[src/hdl/pkt_match_pkg.sv]
`default_nettype none

package pkt_match_pkg;

  // Bytes per data word
  localparam int WORD_BYTES = 8;

  // Bytes in the type field
  localparam int TYPE_BYTES = 4;

  // Type field must sit inside one word, so the last legal start is 4
  localparam int TYPE_MAX_OFF = WORD_BYTES - TYPE_BYTES;

  // One data word, byte i at bits 8i+7:8i
  typedef logic [8*WORD_BYTES-1:0] data_t;

  // Index of the last valid byte, 7 is a full word
  typedef logic [$clog2(WORD_BYTES)-1:0] last_byte_t;

  // Byte position inside a word
  typedef logic [$clog2(WORD_BYTES)-1:0] byte_off_t;

  // Word index inside a packet, wraps on long packets
  typedef logic [3:0] word_off_t;

  // Result tag returned on the eop word
  typedef logic [15:0] buffer_t;

  // Type pattern, byte j compared against data byte off+j
  typedef logic [8*TYPE_BYTES-1:0] type_pat_t;

  // Word as seen at the input and through the pipeline
  typedef struct packed {
    logic       sop;
    logic       eop;
    last_byte_t last_byte;
    data_t      data;
  } pkt_word_t;

  // Where the type field sits in the packet
  typedef struct packed {
    word_off_t word;
    byte_off_t off;
  } type_sel_t;

  // One symbol entry
  typedef struct packed {
    logic      valid;
    word_off_t off;
    data_t     pattern;
    buffer_t   buffer;
  } sym_match_t;

  // Egress word with the resolved tag
  typedef struct packed {
    pkt_word_t word;
    buffer_t   buffer;
  } out_word_t;

  // Compare stage result, per word
  typedef struct packed {
    pkt_word_t word;
    logic      first;
    logic      type_found;
    logic      sym_found;
    buffer_t   sym_buffer;
  } cmp_word_t;

  // Packet framing FSM
  typedef enum logic [0:0] {
    IDLE      = 1'b0,
    IN_PACKET = 1'b1
  } pkt_state_t;

  // Thermometer mask of the valid bytes, bit i set for i <= last_byte
  function automatic logic [WORD_BYTES-1:0] last_byte_mask(last_byte_t last_byte);
    logic [WORD_BYTES-1:0] mask;
    for (int i = 0; i < WORD_BYTES; i++) begin
      mask[i] = (i <= int'(last_byte));
    end
    return mask;
  endfunction

endpackage

`default_nettype wire

[src/hdl/pkt_ingress.sv]
`timescale 1ns/1ps
`default_nettype none

module pkt_ingress
  import pkt_match_pkg::*;
#(
  parameter int N_SYMBOLS = 1
) (
  input  logic                         clk_net,
  input  logic                         rst_net,
  // Raw network side
  input  logic                         in_vld,
  input  pkt_word_t                    in_word,
  // Operands, sampled on sop
  input  type_sel_t                    type_sel,
  input  type_pat_t                    type_pat,
  input  sym_match_t [N_SYMBOLS-1:0]   symbols,
  // To compare stage
  output logic                         ing_vld,
  output pkt_word_t                    ing_word,
  output logic                         ing_first,
  output word_off_t                    ing_off,
  output type_sel_t                    lat_type_sel,
  output type_pat_t                    lat_type_pat,
  output sym_match_t [N_SYMBOLS-1:0]   lat_symbols
);

  pkt_state_t state_r;
  pkt_state_t state_nxt;
  logic       sop_in;
  logic       accept;
  word_off_t  off_nxt;

  always_comb begin
    // A valid sop always starts a new packet
    sop_in    = in_vld & in_word.sop;
    accept    = 1'b0;
    state_nxt = state_r;

    case (state_r)
      IDLE: begin
        // Only a sop word gets us out of idle, anything else is dropped
        if (sop_in) begin
          accept = 1'b1;
          // Single word packets stay in idle
          if (!in_word.eop) begin
            state_nxt = IN_PACKET;
          end
        end
      end
      IN_PACKET: begin
        // Body and tail words
        if (in_vld) begin
          accept = 1'b1;
          if (in_word.eop) begin
            state_nxt = IDLE;
          end
        end
      end
      default: begin
        state_nxt = IDLE;
      end
    endcase

    // Word index restarts at zero on sop
    off_nxt = in_word.sop ? '0 : ing_off + word_off_t'(1);
  end

  // Framing state
  always_ff @(posedge clk_net) begin
    if (rst_net) begin
      state_r <= IDLE;
    end else begin
      state_r <= state_nxt;
    end
  end

  // Stage valid, first flag and word counter
  always_ff @(posedge clk_net) begin
    if (rst_net) begin
      ing_vld   <= 1'b0;
      ing_first <= 1'b0;
      ing_off   <= '0;
    end else begin
      ing_vld   <= accept;
      ing_first <= accept & in_word.sop;
      if (accept) begin
        ing_off <= off_nxt;
      end
    end
  end

  // Word payload
  always_ff @(posedge clk_net) begin
    if (accept) begin
      ing_word <= in_word;
    end
  end

  // Operands held for the whole packet, lined up with the sop word
  always_ff @(posedge clk_net) begin
    if (sop_in) begin
      lat_type_sel <= type_sel;
      lat_type_pat <= type_pat;
      lat_symbols  <= symbols;
    end
  end

endmodule

`default_nettype wire

[src/hdl/field_compare.sv]
`timescale 1ns/1ps
`default_nettype none

module field_compare
  import pkt_match_pkg::*;
#(
  parameter int N_SYMBOLS = 1
) (
  input  logic                         clk_net,
  input  logic                         rst_net,
  // From ingress
  input  logic                         ing_vld,
  input  pkt_word_t                    ing_word,
  input  logic                         ing_first,
  input  word_off_t                    ing_off,
  input  type_sel_t                    lat_type_sel,
  input  type_pat_t                    lat_type_pat,
  input  sym_match_t [N_SYMBOLS-1:0]   lat_symbols,
  // To resolve stage
  output logic                         cmp_vld,
  output cmp_word_t                    cmp_word
);

  logic [WORD_BYTES-1:0] valid_mask;
  logic [WORD_BYTES-1:0] type_pos;
  logic                  type_in_word;
  logic                  type_off_ok;
  logic                  type_found;
  logic                  full_word;
  logic                  sym_hit;
  buffer_t               sym_buf;
  logic                  sym_found;

  // Type search
  always_comb begin
    // Length only limits the tail word
    valid_mask = ing_word.eop ? last_byte_mask(ing_word.last_byte) : '1;

    // One comparator per legal start byte
    type_pos = '0;
    for (int i = 0; i <= TYPE_MAX_OFF; i++) begin
      type_pos[i] = 1'b1;
      for (int j = 0; j < TYPE_BYTES; j++) begin
        // Byte must be present and equal
        if (!valid_mask[i+j] ||
            (lat_type_pat[8*j +: 8] != ing_word.data[8*(i+j) +: 8])) begin
          type_pos[i] = 1'b0;
        end
      end
    end

    type_in_word = (ing_off == lat_type_sel.word);
    // Starts past TYPE_MAX_OFF would straddle two words
    type_off_ok  = (int'(lat_type_sel.off) <= TYPE_MAX_OFF);
    type_found   = ing_vld & type_in_word & type_off_ok & type_pos[lat_type_sel.off];
  end

  // Symbol search
  always_comb begin
    // A symbol fills the whole word, so a short tail cannot hold one
    full_word = ~ing_word.eop | (ing_word.last_byte == last_byte_t'(WORD_BYTES - 1));

    sym_hit = 1'b0;
    sym_buf = '0;
    // Later entries override earlier ones, highest index wins
    for (int k = 0; k < N_SYMBOLS; k++) begin
      if (lat_symbols[k].valid &&
          (lat_symbols[k].off == ing_off) &&
          (lat_symbols[k].pattern == ing_word.data)) begin
        sym_hit = 1'b1;
        sym_buf = lat_symbols[k].buffer;
      end
    end

    sym_found = ing_vld & full_word & sym_hit;
  end

  // Stage valid
  always_ff @(posedge clk_net) begin
    if (rst_net) begin
      cmp_vld <= 1'b0;
    end else begin
      cmp_vld <= ing_vld;
    end
  end

  // Word travels on with its per-word results
  always_ff @(posedge clk_net) begin
    if (ing_vld) begin
      cmp_word.word       <= ing_word;
      cmp_word.first      <= ing_first;
      cmp_word.type_found <= type_found;
      cmp_word.sym_found  <= sym_found;
      cmp_word.sym_buffer <= sym_buf;
    end
  end

endmodule

`default_nettype wire

[src/hdl/match_resolve.sv]
`timescale 1ns/1ps
`default_nettype none

module match_resolve
  import pkt_match_pkg::*;
(
  input  logic      clk_net,
  input  logic      rst_net,
  // From compare stage
  input  logic      cmp_vld,
  input  cmp_word_t cmp_word,
  // Egress
  output logic      out_vld,
  output out_word_t out_word
);

  // Per packet match status
  logic    got_type_r;
  logic    got_symbol_r;
  buffer_t buffer_r;

  logic    base_type;
  logic    base_symbol;
  buffer_t base_buffer;
  logic    got_type_nxt;
  logic    got_symbol_nxt;
  buffer_t buffer_nxt;
  logic    hit;

  always_comb begin
    // First word of a packet starts from a clean slate
    base_type   = cmp_word.first ? 1'b0 : got_type_r;
    base_symbol = cmp_word.first ? 1'b0 : got_symbol_r;
    base_buffer = cmp_word.first ? '0 : buffer_r;

    // Merge this word's findings
    got_type_nxt   = base_type | cmp_word.type_found;
    got_symbol_nxt = base_symbol | cmp_word.sym_found;
    // Most recent symbol match supplies the tag
    buffer_nxt     = cmp_word.sym_found ? cmp_word.sym_buffer : base_buffer;

    // Tag is only released on the tail, and only with both fields seen
    hit = cmp_word.word.eop & got_type_nxt & got_symbol_nxt;
  end

  // Match status
  always_ff @(posedge clk_net) begin
    if (rst_net) begin
      got_type_r   <= 1'b0;
      got_symbol_r <= 1'b0;
      buffer_r     <= '0;
    end else if (cmp_vld) begin
      got_type_r   <= got_type_nxt;
      got_symbol_r <= got_symbol_nxt;
      buffer_r     <= buffer_nxt;
    end
  end

  // Output valid
  always_ff @(posedge clk_net) begin
    if (rst_net) begin
      out_vld <= 1'b0;
    end else begin
      out_vld <= cmp_vld;
    end
  end

  // Output word, forwarded as is apart from the tag
  always_ff @(posedge clk_net) begin
    if (cmp_vld) begin
      out_word.word   <= cmp_word.word;
      out_word.buffer <= hit ? buffer_nxt : '0;
    end
  end

endmodule

`default_nettype wire

[src/hdl/pkt_match_top.sv]
`timescale 1ns/1ps
`default_nettype none

module pkt_match_top
  import pkt_match_pkg::*;
#(
  parameter int N_SYMBOLS = 4
) (
  input  logic                         clk_net,
  input  logic                         rst_net,
  // Network words
  input  logic                         in_vld,
  input  pkt_word_t                    in_word,
  // Match operands
  input  type_sel_t                    type_sel,
  input  type_pat_t                    type_pat,
  input  sym_match_t [N_SYMBOLS-1:0]   symbols,
  // Tagged words out
  output logic                         out_vld,
  output out_word_t                    out_word
);

  // Ingress to compare
  logic                       ing_vld;
  pkt_word_t                  ing_word;
  logic                       ing_first;
  word_off_t                  ing_off;
  type_sel_t                  lat_type_sel;
  type_pat_t                  lat_type_pat;
  sym_match_t [N_SYMBOLS-1:0] lat_symbols;

  // Compare to resolve
  logic                       cmp_vld;
  cmp_word_t                  cmp_word;

  // Framing, counter and operand capture
  pkt_ingress #(
    .N_SYMBOLS (N_SYMBOLS)
  ) u_ingress (
    .clk_net      (clk_net),
    .rst_net      (rst_net),
    .in_vld       (in_vld),
    .in_word      (in_word),
    .type_sel     (type_sel),
    .type_pat     (type_pat),
    .symbols      (symbols),
    .ing_vld      (ing_vld),
    .ing_word     (ing_word),
    .ing_first    (ing_first),
    .ing_off      (ing_off),
    .lat_type_sel (lat_type_sel),
    .lat_type_pat (lat_type_pat),
    .lat_symbols  (lat_symbols)
  );

  // Per word type and symbol comparators
  field_compare #(
    .N_SYMBOLS (N_SYMBOLS)
  ) u_compare (
    .clk_net      (clk_net),
    .rst_net      (rst_net),
    .ing_vld      (ing_vld),
    .ing_word     (ing_word),
    .ing_first    (ing_first),
    .ing_off      (ing_off),
    .lat_type_sel (lat_type_sel),
    .lat_type_pat (lat_type_pat),
    .lat_symbols  (lat_symbols),
    .cmp_vld      (cmp_vld),
    .cmp_word     (cmp_word)
  );

  // Packet level decision
  match_resolve u_resolve (
    .clk_net  (clk_net),
    .rst_net  (rst_net),
    .cmp_vld  (cmp_vld),
    .cmp_word (cmp_word),
    .out_vld  (out_vld),
    .out_word (out_word)
  );

endmodule

`default_nettype wire

[config.mk]
export PLATFORM = sky130hd
export DESIGN_NAME = pkt_match_top
export DESIGN_NICKNAME = d
export VERILOG_FILES = /design/src/hdl/pkt_match_pkg.sv /design/src/hdl/pkt_ingress.sv /design/src/hdl/field_compare.sv /design/src/hdl/match_resolve.sv /design/src/hdl/pkt_match_top.sv
export SDC_FILE = /design/constraint.sdc
export NUM_CORES = 1
export LEC_CHECK = 0
export ABC_AREA = 1
export BUFFER_PORTS_ARGS = -buffer_cell sky130_fd_sc_hd__buf_2
export CORE_UTILIZATION = 45
export DETAILED_ROUTE_END_ITERATION = 8
export HOLD_SLACK_MARGIN = 0.15
export PLACE_DENSITY = 0.68
export RECOVER_POWER = 50
export SYNTH_ARGS = -nofsm -noshare
export SYNTH_HDL_FRONTEND = slang
export SYNTH_SLANG_ARGS = --single-unit
[constraint.sdc]
create_clock -name clk_net -period 13.85 [get_ports clk_net]
set_input_delay 1.385 -clock clk_net [delete_from_list [all_inputs] [get_ports clk_net]]
set_output_delay 1.385 -clock clk_net [all_outputs]
set_load 0.1 [all_outputs]
* Word-level counts from Yosys, hierarchy flattened
Cells that the tools add are included.
** Operators by class
- $add $sub $neg :: 1
- Multipliers :: 0
- Div/mod/pow operators :: 0
- Order comparisons :: 9
- Equal/unequal tests :: 30
- Shift-type cells :: 0
- Mux-type cells :: 43
- Bitwise gates (word level) :: 14
- Reductions and logical operators :: 36
** Operators by type and width (number)
- equality test 64 bit :: 4
- inequality test 8 bit :: 20
- 2-to-1 mux 16 bit :: 6
- 2-to-1 mux 1 bit :: 32
- equality test 4 bit :: 5
- logical OR 1 bit :: 20
- <= comparator 3 bit, first input constant :: 4
- AND 1 bit :: 9
- logical AND 1 bit :: 8
- zero test 1 bit :: 8
- 2-to-1 mux 8 bit :: 1
- <= comparator 2 x 3 -> 1 bit, first input constant :: 2
- adder 4 x 1 -> 4 bit, second input constant :: 1
- less-than comparator 3 x 4 -> 1 bit, second input constant :: 1
- 2-to-1 mux 4 bit :: 1
- case mux 1 bit (2 select lines) :: 2
- binary-select mux 1 bit (select 3 bit) :: 1
- equality test 3 bit, second input constant :: 1
- <= comparator 1 x 3 -> 1 bit, first input constant :: 1
- <= comparator 3 bit, second input constant :: 1
- bitwise OR 1 bit :: 3
- inverter 1 bit :: 2
** Storage, ports and cells
- Register bits after elaboration :: 648
- Bits in latches :: 0
- Bits in writable memories :: 0
- Memory bits (read-only) :: 0
- Input port bits :: 451
- Output and inout bits :: 86
- Logic and storage cells :: 178
- Memories kept :: 0

* Logic depth before layout (Yosys ltp)
- Depth after elaboration :: 11
- Gate-level depth with buffers :: 16
- Depth with buffers taken out :: 15

* Modules after synthesis
A second synthesis with hierarchy kept.
** Unflattened totals
- Cells, all modules :: 2424
- Area total of the unflattened synthesis :: 27586.5 µm²
** By module, submodules not included
- pkt_ingress :: times used 1, cells an instance 486, area an instance 13749.4 µm², seq. area each 13593.0 µm²
- field_compare :: times used 1, cells an instance 1645, area an instance 10038.4 µm², seq. area each 2662.6 µm²
- match_resolve :: times used 1, cells an instance 293, area an instance 3798.6 µm², seq. area each 2932.8 µm²

* Least setup slack after synthesis
Ideal clock, no wire load.
- Kind :: input to register
- Start point :: input port in_vld
- End point :: register u_ingress.ing_word[0] (netlist name)
- Setup time :: 0.424 ns
- Data arrival time :: 11.091 ns
- Required time :: 13.426 ns
- Path slack :: 2.334 ns
- Stages on the path :: 4
- Path buffers :: 0
- Cells stage by stage :: nand2_1 > inv_1 > nor2_1 > inv_1
** Between the ends
- Cells in the longest elaborated chain, start to end :: 3
- Elaborated cells between the ends (all ways) :: 4
- Those cells by class :: 3 x mux; 1 x bitwise
** RTL lines
- start: declaration :: RTL line pkt_match_top.sv:12 : input logic in_vld,
- AND 1 bit :: RTL line pkt_ingress.sv:36 : sop_in = in_vld & in_word.sop;
- net u_ingress.sop_in :: RTL line pkt_ingress.sv:30 : logic sop_in;
- 2-to-1 mux 1 bit :: RTL line pkt_ingress.sv:43 : if (sop_in) begin
- case mux 1 bit (2 select lines) :: RTL line pkt_ingress.sv:40 : case (state_r)
- net u_ingress.accept :: RTL line pkt_ingress.sv:31 : logic accept;
The timed path passes the listed nets, and every way through them passes these cells.
A chain may end at the register's enable or synchronous reset.

* Final worst setup path
- Start point :: register u_ingress.ing_vld
- End point :: register u_compare.cmp_word[57] (netlist name)
** RTL lines
- start: declaration :: RTL line pkt_ingress.sv:19 : output logic ing_vld,
- start signal: assignment :: RTL line pkt_ingress.sv:85 : ing_vld <= accept;
No word-level cell between the ends.

==> out/qor.txt <==
status: complete, but fails checks
largest stage delay on the critical path: 2.56 ns
CTS resizes: 0
largest net degree at the start of global routing: 190
fin crit period: 4.65 ns
Setup CP Type: flop to flop
routed vias: 20.4k
CP Launch Type: flop
Power Dens Cells: 140 nW/µm²
DP HPWL: 75100 µm
Worst VDD drop: 0.0975 mV
final net count: 3421
f_max: 215 MHz
failing checks: capacitance limit, slew limit
cts hold-fix bufs: 0
fin cells: 3813
clock latency on the worst-skew pair: 0.61 ns
fin area: 33000 µm²
area of the core: 60400 µm²
RSZ-0062 raised after global routing: no
Main synth FF type: edfxtp_1
die area: 62100 µm²
setup tns final: 0 ns
Final setup viols: 0
grt ovf: 0
Slew HR: -1.40
Worst EP required: 13.98 ns
most instantiated cells after synthesis: 621 x edfxtp_1, 561 x nand2_1, 339 x nor2_1
async set or reset register ratio after synthesis: 0
Worst Hold Class: flop to flop
first-pass GRT wire length: 137000 µm
clock buffer depth: 3
Fin Hold WS: 0.415 ns
Area contributors post-synth: edfxtp_1 68%, nand2_1 7.7%, nor2_1 4.6%
most common cell in the synthesized netlist: edfxtp_1
CP top delay family: buffers and inverters
Starting Density: 0.456
Detail Route Antenna Nets: 0
Post-synth EDFFs: 621
Layout fillers: 5258
post-synth top area cell: edfxtp_1
layout cell share with drive strength beyond 1: 0.193
Die Y: 249 µm
P_leak: 13.0 nW
post-CTS setup buffers: 0
critical path capture point: u_compare.cmp_word[57]
vias per inst: 5.36
die width: 249 µm
FF+latch area: 19200 µm²
CP Max Fanout: 56
fin crit share: 0.336
Slew @ Worst Pin: 3.60 ns
reg-to-reg endpoint: u_compare.cmp_word[57]
sequential area share after synthesis: 0.698
CP endpoint kind: flop
wire per inst: 25.9 µm
reg-to-reg slack, setup: 9.20 ns
CP Launch Point: u_ingress.ing_vld
Yosys cell types: 42
DRT iter0 DRCs: 2320
FP Rows: 90
initial antenna violation count: 10
clock root buffer: clkbuf_16
r2r startpoint: u_ingress.ing_vld
DRC: 0
CTS sink count: 648
routability congestion estimate: 0.999
min-delay src: u_compare.cmp_word[45]
buffer and inverter count on the worst path: 1
Mapped Area: 27500 µm²
Num CTS Buffers: 69
Synth warnings: 0
CTS tree: yes
clock skew: 0.0210 ns
Initial DRT Pass Iterations: 6
Slowest-stage cell, CP: clkbuf_1
area occupied by multi-input gates: 6860 µm²
#FFs+latches synth: 648
syn avg cell area: 11.3 µm²
IO Pins: 537
buffers added on ports: 536
Placement Cell Area: 30900 µm²
Synth top area share: 0.678
critical path cell sequence: clkbuf_1
cell count after synthesis: 2424
Syn-to-layout area delta: 19.8%
Tot GR Track Use: 0.316
MaxCap Viol Count: 3
routed wire length: 98900 µm
Worst path depth: 1
Reg2Reg Depth: 1
Fin. Hold Viols: 0
placed cell count: 3680
hold path depth: 0
final slew viol count: 136
Syn Nets: 2876
Worst Path Arrival: 4.78 ns
vias in the first global route: 19.6k
clock slew at reported path FFs: 0.06 ns
Overall Power: 4.63 mW
H-tree levels: 3
-- area by class of cell --
| class | count | area share |
|---|---|---|
| clock buffers | 91 | 0.0581 |
| repair buffers | 554 | 0.0796 |
| inverters | 263 | 0.0303 |
| well taps | 782 | 0.0297 |
| diodes | 7 | 0.000531 |
| multi-input cells | 1433 | 0.208 |
| flip-flops and latches | 648 | 0.582 |
| clock inverters | 35 | 0.0118 |
-- report_power, final --
part | switching (mW) | leakage [nW] | internal [mW] | total, mW
registers | 0.107 | 6.05 | 2.27 | 2.38
clock network | 0.760 | 1.13 | 1.11 | 1.87
logic | 0.254 | 5.88 | 0.121 | 0.375
total | 1.12 | 13.0 | 3.50 | 4.63
-- flip-flops by register name (all words and copies together) (netlist names), 4 cells and up --
| register | flops |
|---|---|
| u_resolve.buffer_r | 16 |
| u_compare.cmp_word | 88 |
| u_ingress.ing_word | 69 |
| u_resolve.out_word | 85 |
| u_ingress.ing_off | 4 |
| u_ingress.lat_symbols | 340 |
| u_ingress.lat_type_pat | 32 |
| u_ingress.lat_type_sel | 7 |
-- how the worst min path moves through the flow --
stage	endpoint	slack (ns)
floorplan	u_compare.cmp_word[18]	0.39
global placement	u_compare.cmp_word[18]	0.40
detailed placement	u_resolve.out_word[50]	0.40
CTS	u_resolve.out_word[42]	0.41
global route	u_resolve.out_word[22]	0.42
finish	u_resolve.out_word[42]	0.41
-- logic make-up (layout without fill, tap and decap cells) --
family,after synthesis,after routing,share of synthesized area
AOI/OAI and AO/OA,258,258,0.0514
xor gates and xnor gates,139,139,0.0443
adders and majority gates,1,1,0.000455
buffers and inverters,343,943,0.0533
DFF,648,648,0.698
other,0,7,0
and+or+nand+nor,1035,1035,0.153
-- stage by stage --
stage | worst slack (ns) | util
after global placement | 9.96 | 0.511
after global routing | 8.94 | 0.546
after CTS | 10.47 | 0.549
after floorplan | 2.33 | -
final | 9.20 | 0.546
after detailed placement | 9.82 | 0.511
-- placed cells by master (no fill, tap or decap), types with 19 or more instances in the layout --
| cell | n |
|---|---|
| xnor2_1 | 72 |
| xor2_1 | 67 |
| edfxtp_1 | 621 |
| inv_1 | 230 |
| nor3_1 | 24 |
| o21ai_0 | 143 |
| inv_2 | 31 |
| clkbuf_16 | 73 |
| a21oi_1 | 31 |
| buf_2 | 413 |
| o22ai_1 | 44 |
| nor2_1 | 339 |
| dfxtp_1 | 27 |
| nand3_1 | 40 |
| o21ai_1 | 19 |
| clkbuf_1 | 153 |
| nand2_1 | 561 |
| nand4_1 | 44 |
-- per-layer routing --
| layer | track usage | vias to the layer above | routed length (µm) |
|---|---|---|---|
| li1 | - | 9217 | - |
| met1 | 0.430 | 9809 | 40400 |
| met2 | 0.496 | 1211 | 45900 |
| met3 | 0.0667 | 178 | 9140 |
| met4 | 0.123 | 4 | 3380 |
| met5 | 0 | - | 20 |
Note: power is estimated with default switching activity, not from simulation.
